==> config.mk <==
export PLATFORM = sky130hd
export DESIGN_NAME = u1e_ctrl_core
export DESIGN_NICKNAME = d
export VERILOG_FILES = /design/src/u1e_ctrl_pkg.sv /design/src/misc_regs.sv /design/src/readback_mux_32.sv /design/src/settings_bus_16le.sv /design/src/u1e_ctrl_core.sv /design/src/vita_time_64.sv /design/src/wb_slave_decode.sv
export VERILOG_INCLUDE_DIRS = /design/src
export SDC_FILE = /design/constraint.sdc
export NUM_CORES = 1
export LEC_CHECK = 0
export BUFFER_PORTS_ARGS = -buffer_cell sky130_fd_sc_hd__buf_4
export CAP_MARGIN = 20
export CELL_PAD_IN_SITES_DETAIL_PLACEMENT = 1
export CELL_PAD_IN_SITES_GLOBAL_PLACEMENT = 2
export CORE_MARGIN = 2
export CORE_UTILIZATION = 35
export DETAILED_ROUTE_END_ITERATION = 8
export PLACE_DENSITY_LB_ADDON = 0.1
export REMOVE_ABC_BUFFERS = 1
export SKIP_LAST_GASP = 1
export SYNTH_ARGS = -nofsm -noshare
export SYNTH_HDL_FRONTEND = slang
export SYNTH_SLANG_ARGS = --single-unit
==> constraint.sdc <==
create_clock -name wb_clk -period 3.87 [get_ports wb_clk]
set_input_delay 0.387 -clock wb_clk [delete_from_list [all_inputs] [get_ports wb_clk]]
set_output_delay 0.387 -clock wb_clk [all_outputs]
set_load 0.02 [all_outputs]
==> src/u1e_ctrl_defs.svh <==
// u1e control plane constants
// bus widths, slave map, misc register offsets and setting addresses
`ifndef U1E_CTRL_DEFS_SVH
`define U1E_CTRL_DEFS_SVH

// wishbone geometry
`define U1E_DW              16
`define U1E_AW              11
`define U1E_SW              2
`define U1E_DECODE_LSB      7     // slave number sits in adr[10:7]

// slave numbers
`define U1E_SLAVE_MISC      0
`define U1E_SLAVE_READBACK  7
`define U1E_SLAVE_SETTINGS  8     // 8 and 9 both land here

// misc bank, byte offsets
`define U1E_REG_LEDS        0
`define U1E_REG_SWITCHES    2
`define U1E_REG_CGEN_CTRL   4
`define U1E_REG_CGEN_ST     6
`define U1E_REG_TEST        8
`define U1E_REG_COMPAT      16

// reset and identity values
`define U1E_CGEN_CTRL_RESET 3
`define U1E_COMPAT_NUM      3
`define U1E_WHOAMI          0
`define U1E_READ_DEFAULT    16'hBEEF

// settings bus, 64 regs of 32 bits
`define U1E_SR_TIME64       40    // +0 high word, +1 low word and load
`define U1E_SR_REG_TEST32   52
`define U1E_SET_AW          6

`endif

==> src/u1e_ctrl_pkg.sv <==
// u1e control plane types
// wishbone request/response, settings write and vita time bundles
package u1e_ctrl_pkg;

   // master to slave
   typedef struct packed
   {
      logic [10:0] adr;   // byte address
      logic [15:0] dat;
      logic [1:0]  sel;
      logic        we;
      logic        cyc;
      logic        stb;
   } wb_req_t;

   // slave to master
   typedef struct packed
   {
      logic [15:0] dat;
      logic        ack;
   } wb_rsp_t;

   // one 32-bit setting write
   typedef struct packed
   {
      logic        stb;
      logic [5:0]  addr;
      logic [31:0] data;
   } set_bus_t;

   // 64-bit vita time, high word first
   typedef struct packed
   {
      logic [31:0] hi;
      logic [31:0] lo;
   } vita_time_t;

endpackage

==> src/misc_regs.sv <==
// slave 0 misc register bank
// leds, clock generator control/status, test register and compat word
`timescale 1ns/100ps
`include "u1e_ctrl_defs.svh"

module misc_regs
   import u1e_ctrl_pkg::*;
(
   input  logic       wb_clk,
   input  logic       wb_rst,
   input  wb_req_t    req_i,
   output wb_rsp_t    rsp_o,

   input  logic       cgen_st_status_i,
   input  logic       cgen_st_ld_i,
   input  logic       cgen_st_refmon_i,
   output logic       cgen_sync_b_o,
   output logic       cgen_ref_sel_o,
   output logic [1:0] debug_led_o
);

   logic [`U1E_DW-1:0] leds_r;
   logic [`U1E_DW-1:0] cgen_ctrl_r;
   logic [`U1E_DW-1:0] test_r;
   logic [6:0]         offset;
   logic               wr_en;

   assign offset = req_i.adr[6:0];
   assign rsp_o.ack = req_i.cyc & req_i.stb;   // zero wait state
   assign wr_en = rsp_o.ack & req_i.we;

   ////////////////////////////////////////
   // writes
   always_ff @(posedge wb_clk)
   begin
      if (wb_rst)
      begin
         leds_r      <= '0;
         cgen_ctrl_r <= 16'(`U1E_CGEN_CTRL_RESET);
         test_r      <= '0;
      end
      else if (wr_en)
      begin
         case (offset)
            7'(`U1E_REG_LEDS):      leds_r      <= req_i.dat;
            7'(`U1E_REG_CGEN_CTRL): cgen_ctrl_r <= req_i.dat;
            7'(`U1E_REG_TEST):      test_r      <= req_i.dat;
            default:                ;   // read-only or unused
         endcase
      end
   end

   ////////////////////////////////////////
   // reads
   always_comb
   begin
      case (offset)
         7'(`U1E_REG_LEDS):      rsp_o.dat = leds_r;
         7'(`U1E_REG_SWITCHES):  rsp_o.dat = '0;   // no switches fitted
         7'(`U1E_REG_CGEN_CTRL): rsp_o.dat = cgen_ctrl_r;
         7'(`U1E_REG_CGEN_ST):
            rsp_o.dat = {13'd0, cgen_st_status_i, cgen_st_ld_i, cgen_st_refmon_i};
         7'(`U1E_REG_TEST):      rsp_o.dat = test_r;
         7'(`U1E_REG_COMPAT):    rsp_o.dat = {8'(`U1E_WHOAMI), 8'(`U1E_COMPAT_NUM)};
         default:                rsp_o.dat = `U1E_READ_DEFAULT;
      endcase
   end

   // leds are active low on the board
   assign debug_led_o    = ~leds_r[1:0];
   assign cgen_sync_b_o  = cgen_ctrl_r[1];
   assign cgen_ref_sel_o = cgen_ctrl_r[0];

endmodule

==> src/readback_mux_32.sv <==
// slave 7 readback port
// eight 32-bit words read as 16-bit halves, low half first latches the high half
`timescale 1ns/100ps
`include "u1e_ctrl_defs.svh"

module readback_mux_32
   import u1e_ctrl_pkg::*;
(
   input  logic       wb_clk,
   input  logic       wb_rst,
   input  wb_req_t    req_i,
   output wb_rsp_t    rsp_o,
   input  set_bus_t   set_i,
   input  vita_time_t vita_time_i,
   input  vita_time_t vita_time_pps_i
);

   logic [31:0]        test32_r;
   logic [31:0]        word;
   logic [`U1E_DW-1:0] hi_latch;   // upper half of the last word read
   logic               rd_lo;

   // test setting, readable as word 4
   always_ff @(posedge wb_clk)
   begin
      if (wb_rst)
         test32_r <= '0;
      else if (set_i.stb && set_i.addr == 6'(`U1E_SR_REG_TEST32))
         test32_r <= set_i.data;
   end

   always_comb
   begin
      case (req_i.adr[4:2])
         3'd0:    word = vita_time_i.hi;
         3'd1:    word = vita_time_i.lo;
         3'd2:    word = vita_time_pps_i.hi;
         3'd3:    word = vita_time_pps_i.lo;
         3'd4:    word = test32_r;
         default: word = '0;
      endcase
   end

   assign rsp_o.ack = req_i.cyc & req_i.stb;
   assign rd_lo = rsp_o.ack & ~req_i.we & ~req_i.adr[1];

   // keeps both halves of a moving word coherent
   always_ff @(posedge wb_clk)
   begin
      if (rd_lo)
         hi_latch <= word[31:16];
   end

   assign rsp_o.dat = req_i.adr[1] ? hi_latch : word[15:0];

endmodule

==> src/settings_bus_16le.sv <==
// settings bus bridge, slaves 8 and 9
// pairs little-endian 16-bit writes into one 32-bit setting strobe
`timescale 1ns/100ps
`include "u1e_ctrl_defs.svh"

module settings_bus_16le
   import u1e_ctrl_pkg::*;
(
   input  logic     wb_clk,
   input  logic     wb_rst,
   input  wb_req_t  req_i,
   output wb_rsp_t  rsp_o,
   output set_bus_t set_o
);

   localparam logic [1:0] ST_IDLE     = 2'd0;
   localparam logic [1:0] ST_LOW_HELD = 2'd1;
   localparam logic [1:0] ST_STROBE   = 2'd2;

   logic [1:0]             state_r;
   logic [`U1E_DW-1:0]     low_r;     // last lower half written
   logic [`U1E_SET_AW-1:0] addr_r;
   logic [31:0]            data_r;
   logic                   wr_lo;
   logic                   wr_hi;

   assign rsp_o.ack = req_i.cyc & req_i.stb;
   assign rsp_o.dat = '0;   // write only

   assign wr_lo = rsp_o.ack & req_i.we & ~req_i.adr[1];
   assign wr_hi = rsp_o.ack & req_i.we & req_i.adr[1];

   always_ff @(posedge wb_clk)
   begin
      if (wb_rst)
         state_r <= ST_IDLE;
      else
      begin
         case (state_r)
            ST_IDLE, ST_LOW_HELD:
               if (wr_hi)
                  state_r <= ST_STROBE;   // idle upper write reuses old low half
               else if (wr_lo)
                  state_r <= ST_LOW_HELD;
            ST_STROBE:
               if (wr_hi)
                  state_r <= ST_STROBE;
               else if (wr_lo)
                  state_r <= ST_LOW_HELD;
               else
                  state_r <= ST_IDLE;
            default: state_r <= ST_IDLE;
         endcase
      end
   end

   // payload capture
   always_ff @(posedge wb_clk)
   begin
      if (wr_lo)
         low_r <= req_i.dat;
      if (wr_hi)
      begin
         addr_r <= req_i.adr[`U1E_SET_AW+1:2];   // word address
         data_r <= {req_i.dat, low_r};
      end
   end

   assign set_o.stb  = (state_r == ST_STROBE);
   assign set_o.addr = addr_r;
   assign set_o.data = data_r;

endmodule

==> src/u1e_ctrl_core.sv <==
// u1e control plane top
// wishbone decode, misc bank, settings bus, readback port and vita time
`timescale 1ns/100ps
`include "u1e_ctrl_defs.svh"

module u1e_ctrl_core
   import u1e_ctrl_pkg::*;
(
   input  logic       wb_clk,
   input  logic       wb_rst,
   input  wb_req_t    wb_req_i,
   output wb_rsp_t    wb_rsp_o,
   input  logic       pps_i,

   input  logic       cgen_st_status_i,
   input  logic       cgen_st_ld_i,
   input  logic       cgen_st_refmon_i,
   output logic       cgen_sync_b_o,
   output logic       cgen_ref_sel_o,
   output logic [1:0] debug_led_o
);

   wb_req_t    misc_req;
   wb_req_t    rb_req;
   wb_req_t    set_req;
   wb_rsp_t    misc_rsp;
   wb_rsp_t    rb_rsp;
   wb_rsp_t    set_rsp;
   set_bus_t   set_bus;
   vita_time_t vita_time;
   vita_time_t vita_time_pps;

   ////////////////////////////////////////
   // bus fabric and slaves
   wb_slave_decode decode_inst
   (
      .wb_req_i       (wb_req_i),
      .wb_rsp_o       (wb_rsp_o),
      .misc_req_o     (misc_req),
      .readback_req_o (rb_req),
      .settings_req_o (set_req),
      .misc_rsp_i     (misc_rsp),
      .readback_rsp_i (rb_rsp),
      .settings_rsp_i (set_rsp)
   );

   misc_regs misc_regs_inst
   (
      .wb_clk           (wb_clk),
      .wb_rst           (wb_rst),
      .req_i            (misc_req),
      .rsp_o            (misc_rsp),
      .cgen_st_status_i (cgen_st_status_i),
      .cgen_st_ld_i     (cgen_st_ld_i),
      .cgen_st_refmon_i (cgen_st_refmon_i),
      .cgen_sync_b_o    (cgen_sync_b_o),
      .cgen_ref_sel_o   (cgen_ref_sel_o),
      .debug_led_o      (debug_led_o)
   );

   settings_bus_16le settings_inst
   (
      .wb_clk (wb_clk),
      .wb_rst (wb_rst),
      .req_i  (set_req),
      .rsp_o  (set_rsp),
      .set_o  (set_bus)
   );

   readback_mux_32 readback_inst
   (
      .wb_clk          (wb_clk),
      .wb_rst          (wb_rst),
      .req_i           (rb_req),
      .rsp_o           (rb_rsp),
      .set_i           (set_bus),
      .vita_time_i     (vita_time),
      .vita_time_pps_i (vita_time_pps)
   );

   ////////////////////////////////////////
   // timekeeping
   vita_time_64 vita_time_inst
   (
      .wb_clk          (wb_clk),
      .wb_rst          (wb_rst),
      .set_i           (set_bus),
      .pps_i           (pps_i),
      .vita_time_o     (vita_time),
      .vita_time_pps_o (vita_time_pps)
   );

endmodule

==> src/vita_time_64.sv <==
// 64-bit vita time counter
// loadable from the settings bus, samples the time on each pps rising edge
`timescale 1ns/100ps
`include "u1e_ctrl_defs.svh"

module vita_time_64
   import u1e_ctrl_pkg::*;
(
   input  logic       wb_clk,
   input  logic       wb_rst,
   input  set_bus_t   set_i,
   input  logic       pps_i,
   output vita_time_t vita_time_o,
   output vita_time_t vita_time_pps_o
);

   logic [31:0] time_hi_hold;
   logic [63:0] time_cnt;
   logic [63:0] time_pps;
   logic        pps_sync;
   logic        pps_dly;
   logic        pps_edge;
   logic        set_hi;
   logic        set_lo;

   assign set_hi = set_i.stb & (set_i.addr == 6'(`U1E_SR_TIME64));
   assign set_lo = set_i.stb & (set_i.addr == 6'(`U1E_SR_TIME64 + 1));

   ////////////////////////////////////////
   // counter and load
   always_ff @(posedge wb_clk)
   begin
      if (set_hi)
         time_hi_hold <= set_i.data;   // waits for the low word
   end

   always_ff @(posedge wb_clk)
   begin
      if (wb_rst)
         time_cnt <= '0;
      else if (set_lo)
         time_cnt <= {time_hi_hold, set_i.data};
      else
         time_cnt <= time_cnt + 64'd1;
   end

   ////////////////////////////////////////
   // pps sampling
   always_ff @(posedge wb_clk)
   begin
      if (wb_rst)
      begin
         pps_sync <= 1'b0;
         pps_dly  <= 1'b0;
      end
      else
      begin
         pps_sync <= pps_i;      // single flop, pps is slow
         pps_dly  <= pps_sync;
      end
   end

   assign pps_edge = pps_sync & ~pps_dly;

   always_ff @(posedge wb_clk)
   begin
      if (wb_rst)
         time_pps <= '0;
      else if (pps_edge)
         time_pps <= time_cnt;
   end

   assign vita_time_o     = time_cnt;
   assign vita_time_pps_o = time_pps;

endmodule

==> src/wb_slave_decode.sv <==
// single-master wishbone decode
// routes strobes to misc, readback and settings slaves, muxes the response back
`timescale 1ns/100ps
`include "u1e_ctrl_defs.svh"

module wb_slave_decode
   import u1e_ctrl_pkg::*;
(
   input  wb_req_t wb_req_i,
   output wb_rsp_t wb_rsp_o,

   output wb_req_t misc_req_o,
   output wb_req_t readback_req_o,
   output wb_req_t settings_req_o,

   input  wb_rsp_t misc_rsp_i,
   input  wb_rsp_t readback_rsp_i,
   input  wb_rsp_t settings_rsp_i
);

   logic [`U1E_AW-`U1E_DECODE_LSB-1:0] slave_num;
   logic                               misc_sel;
   logic                               rb_sel;
   logic                               set_sel;

   assign slave_num = wb_req_i.adr[`U1E_AW-1:`U1E_DECODE_LSB];

   assign misc_sel = (slave_num == 4'(`U1E_SLAVE_MISC));
   assign rb_sel   = (slave_num == 4'(`U1E_SLAVE_READBACK));
   // settings slave is double wide, ignore the lsb of the slave number
   assign set_sel  = (slave_num[3:1] == 3'(`U1E_SLAVE_SETTINGS >> 1));

   // everything fans out, only stb is qualified
   always_comb
   begin
      misc_req_o         = wb_req_i;
      misc_req_o.stb     = wb_req_i.stb & misc_sel;
      readback_req_o     = wb_req_i;
      readback_req_o.stb = wb_req_i.stb & rb_sel;
      settings_req_o     = wb_req_i;
      settings_req_o.stb = wb_req_i.stb & set_sel;
   end

   always_comb
   begin
      if (misc_sel)
         wb_rsp_o = misc_rsp_i;
      else if (rb_sel)
         wb_rsp_o = readback_rsp_i;
      else if (set_sel)
         wb_rsp_o = settings_rsp_i;
      else
         wb_rsp_o = '0;   // unmapped, master waits forever
   end

endmodule
==> results.sh <==
export IMPL_skew_ns=0.00950
export IMPL_synthesis_area_mm2=0.0133
export IMPL_synth_ff_type="dfxtp_1"
export IMPL_startpoint_type="register"
export IMPL_yosysSeqAreaShare=0.548
export IMPL_dp_hpwl_mm=30.5
export IMPL_yosysUniqueCellTypes=51
export IMPL_crit_fanout=15
export IMPL_setup_viol_count_final=0
export IMPL_cpPeakStageDelay_ns=0.90
export IMPL_postCtsSetupBuffers=0
export IMPL_ys_warn_count=0
export IMPL_async_flop_share=0
export IMPL_register_area_mm2=0.00731
export IMPL_rows=71
export IMPL_outcome="finished, final reports clean"
export IMPL_cts_hold_buf=0
export IMPL_fmax_mhz=323
export IMPL_rsz0062_at_grt="false"
export IMPL_crit_buf_inv=0
export IMPL_fin_crit_ns=3.09
export IMPL_cp_top_family="simple AND/OR/NAND/NOR gates"
export IMPL_tritoncts="built"
export IMPL_drt_iter0_drc=634
export IMPL_avgSynthCellArea_um2=9.18
export IMPL_ant_nets=0
export IMPL_grt_max_degree=104
export IMPL_slew_violations=0
export IMPL_fillers=4293
export IMPL_die_w_um=199
export IMPL_arrival_ns=3.52
export IMPL_layout_setup_ws_ns=0.776
export IMPL_period_share=0.800
export IMPL_multi_input_area_mm2=0.00562
export IMPL_synthToLayoutAreaGrowth_pct=16.1
export IMPL_clkSlewWorstSetupHoldPaths_ns=0.06
export IMPL_routabilityCongestion=0.777
export IMPL_synthTopCellsByArea="dfxtp_1 (32%), edfxtp_1 (23%), nand2_1 (10%), a21oi_1 (5.4%), a211oi_1 (3.3%)"
export IMPL_htreeDepth=2
export IMPL_antenna_found_initial=0
export IMPL_synth_top_cell_area_share=0.318
export IMPL_finish_utilization=0.412
export IMPL_pre_cts_ws_ns=0.789
export IMPL_cts_sinks=314
export IMPL_wl_mm=47.2
export IMPL_wl_per_cell_um=23.4
export IMPL_n_antenna_cell=0
export IMPL_initial_utilization=0.355
export IMPL_synth_largest_area_cell="dfxtp_1"
export IMPL_synth_top_family_by_area="simple AND/OR/NAND/NOR gates"
export IMPL_drcViolationCount=0
export IMPL_synth_compound_area_frac=0.156
export IMPL_maxCapViolCount=0
export IMPL_io_pin_count=59
export IMPL_hp_class="in -> reg"
export IMPL_synth_fa_ha_area_frac=0.00169
export IMPL_critical_path_class="reg -> reg"
export IMPL_root_buffer="clkbuf_16"
export IMPL_first_pass_iters=4
export IMPL_ys_ff_latch=314
export IMPL_clock_path_buffers=3
export IMPL_fp_dieH_um=199
export IMPL_fin_nets=1516
export IMPL_synthXorXnorAreaFrac=0.0401
export IMPL_cp_required_ns=4.29
export IMPL_cp_end_kind="register"
export IMPL_num_vias=10956
export IMPL_synth_edff_count=102
export IMPL_drive_gt1_frac=0.106
export IMPL_grt_pass1_vias=11032
export IMPL_worstSkewPairLatency_ns=0.52
export IMPL_cp_slowest_cell="or4_1"
export IMPL_viasPerCell=5.44
export IMPL_worst_pin_slew_ns=1.03
export IMPL_p_leak_nw=4.92
export IMPL_relSlewSlack=0.311
export IMPL_synthMuxAreaShare=0.0265
export IMPL_hold_viol=0
export IMPL_post_cts_resized=0
export IMPL_powerDensity_mw_per_mm2=444
export IMPL_design_core_area_mm2=0.0376
export IMPL_fin_tns_setup_ns=0
export IMPL_cts_made_buffers=37
export IMPL_grt_usage=0.243
export IMPL_path_cells="nand3_1, or4b_1, or4_1, nor3_1, xnor2_1, a211oi_1"
export IMPL_vdd_drop_max_uv=296
export IMPL_synth_cells=1452
export IMPL_yosys_area_share_simple=0.193
export IMPL_grt_pass1_wl_mm=71.4
export IMPL_die_area_mm2=0.0396
export IMPL_portBuffers=56
export IMPL_overflow=0
==> area by class of cell <==
cell class	instances	area share
Clock buffer	55	0.0668
Clock inverter	10	0.00283
Inverter	12	0.00291
Multi-Input combinational cell	1017	0.363
Sequential cell	314	0.472
Tap cell	511	0.0413
Timing Repair Buffer	95	0.0504
==> metrics by stage <==
stage               instance area, um^2  std cells  power, mW  hold WS [ns]
floorplan                         12900       1343       3.54         0.400
global placement                  14400       1949       3.74         0.401
detailed placement                14400       1949       3.74         0.406
CTS                               15500       2014       6.96        0.0363
global route                      15500       2014       7.09        0.0431
finish                            15500       2014       6.87        0.0593
==> placed cells by master (no fill, tap or decap), drive strengths merged, types with 2 or more instances in the layout <==
master	instances
nand2	366
a21oi	145
nor2	92
nand4b	2
a221o	31
clkbuf	55
clkinv	10
a22oi	26
nor3	23
o31ai	3
buf	95
o21a	2
and4	4
edfxtp	102
nor3b	4
nand4	19
dfxtp	212
inv	12
nand3	28
xnor2	45
and2	5
xor2	16
nor2b	3
nand2b	2
mux2i	33
a222oi	3
o22ai	16
a221oi	2
a211oi	60
nor4	15
o21ai	34
and3	21
nand3b	2
or3	4
==> synthesized netlist by cell type, drive strengths merged, types with 2 or more instances <==
cell and n:
nand2 366, dfxtp 212, a21oi 145, edfxtp 102
clkbuf 94, nor2 92, a211oi 60, xnor2 45
o21ai 34, mux2i 33, a221o 31, nand3 28
a22oi 26, nor3 23, and3 21, nand4 19
o22ai 16, xor2 16, buf 15, nor4 15
inv 12, and2 5, and4 4, nor3b 4
or3 4, a222oi 3, nor2b 3, o31ai 3
a221oi 2, nand2b 2, nand3b 2, nand4b 2
o21a 2
==> flip-flops by register name, indices dropped and copies added (netlist names) <==
name                            cells
vita_time_inst.vita_time_pps_o     64
misc_regs_inst.cgen_ctrl_r         16
readback_inst.test32_r             32
misc_regs_inst.test_r              16
settings_inst.addr_r                6
vita_time_inst.time_hi_hold        32
vita_time_inst.vita_time_o         64
readback_inst.hi_latch             16
settings_inst.data_r               32
settings_inst.state_r               2
vita_time_inst.pps_sync             1
vita_time_inst.pps_dly              1
settings_inst.low_r                16
misc_regs_inst.leds_r              16
==> final timing paths <==
| check | depth (start not counted) | to | from | slack (ns) |
|---|---|---|---|---|
| setup / recovery | 6 | vita_time_inst.vita_time_o[53] | vita_time_inst.vita_time_o[20] | 0.78 |
| hold / removal | 1 | settings_inst.addr_r[3] | wb_req_i[26] | 0.06 |
| setup reg to reg | 6 | vita_time_inst.vita_time_o[53] | vita_time_inst.vita_time_o[20] | 0.78 |
| hold reg to reg | 0 | settings_inst.data_r[13] | settings_inst.low_r[13] | 0.42 |
==> where the power goes <==
| group | switching, mW | total [mW] | internal [mW] |
|---|---|---|---|
| clock network | 1.36 | 3.20 | 1.84 |
| logic | 0.191 | 0.265 | 0.0732 |
| registers | 0.00757 | 3.40 | 3.40 |
==> worst reg2reg max path: stages, from the launching register on <==
cell,delay [ns]
dfxtp_1,0.48
nand3_1,0.30
or4b_1,0.57
or4_1,0.91
nor3_1,0.39
xnor2_1,0.11
a211oi_1,0.26
==> routing by layer <==
metal / vias up / share of wire / wire length (um) / global-route usage
met2: 207 / 0.47 / 22400 / 0.403
met5: - / 0 / 0 / 0
met1: 5514 / 0.47 / 22200 / 0.337
li1: 5176 / - / - / -
met4: 0 / 0.019 / 903 / 0.0580
met3: 59 / 0.036 / 1680 / 0.0304
==> logic make-up after synthesis <==
logic type / after synthesis
fa+ha+maj: 2
buf+inv: 121
flops: 314
compound gates: 326
xor+xnor: 61
mux: 34
simple gates: 594
(Power assumes the default switching activity.)
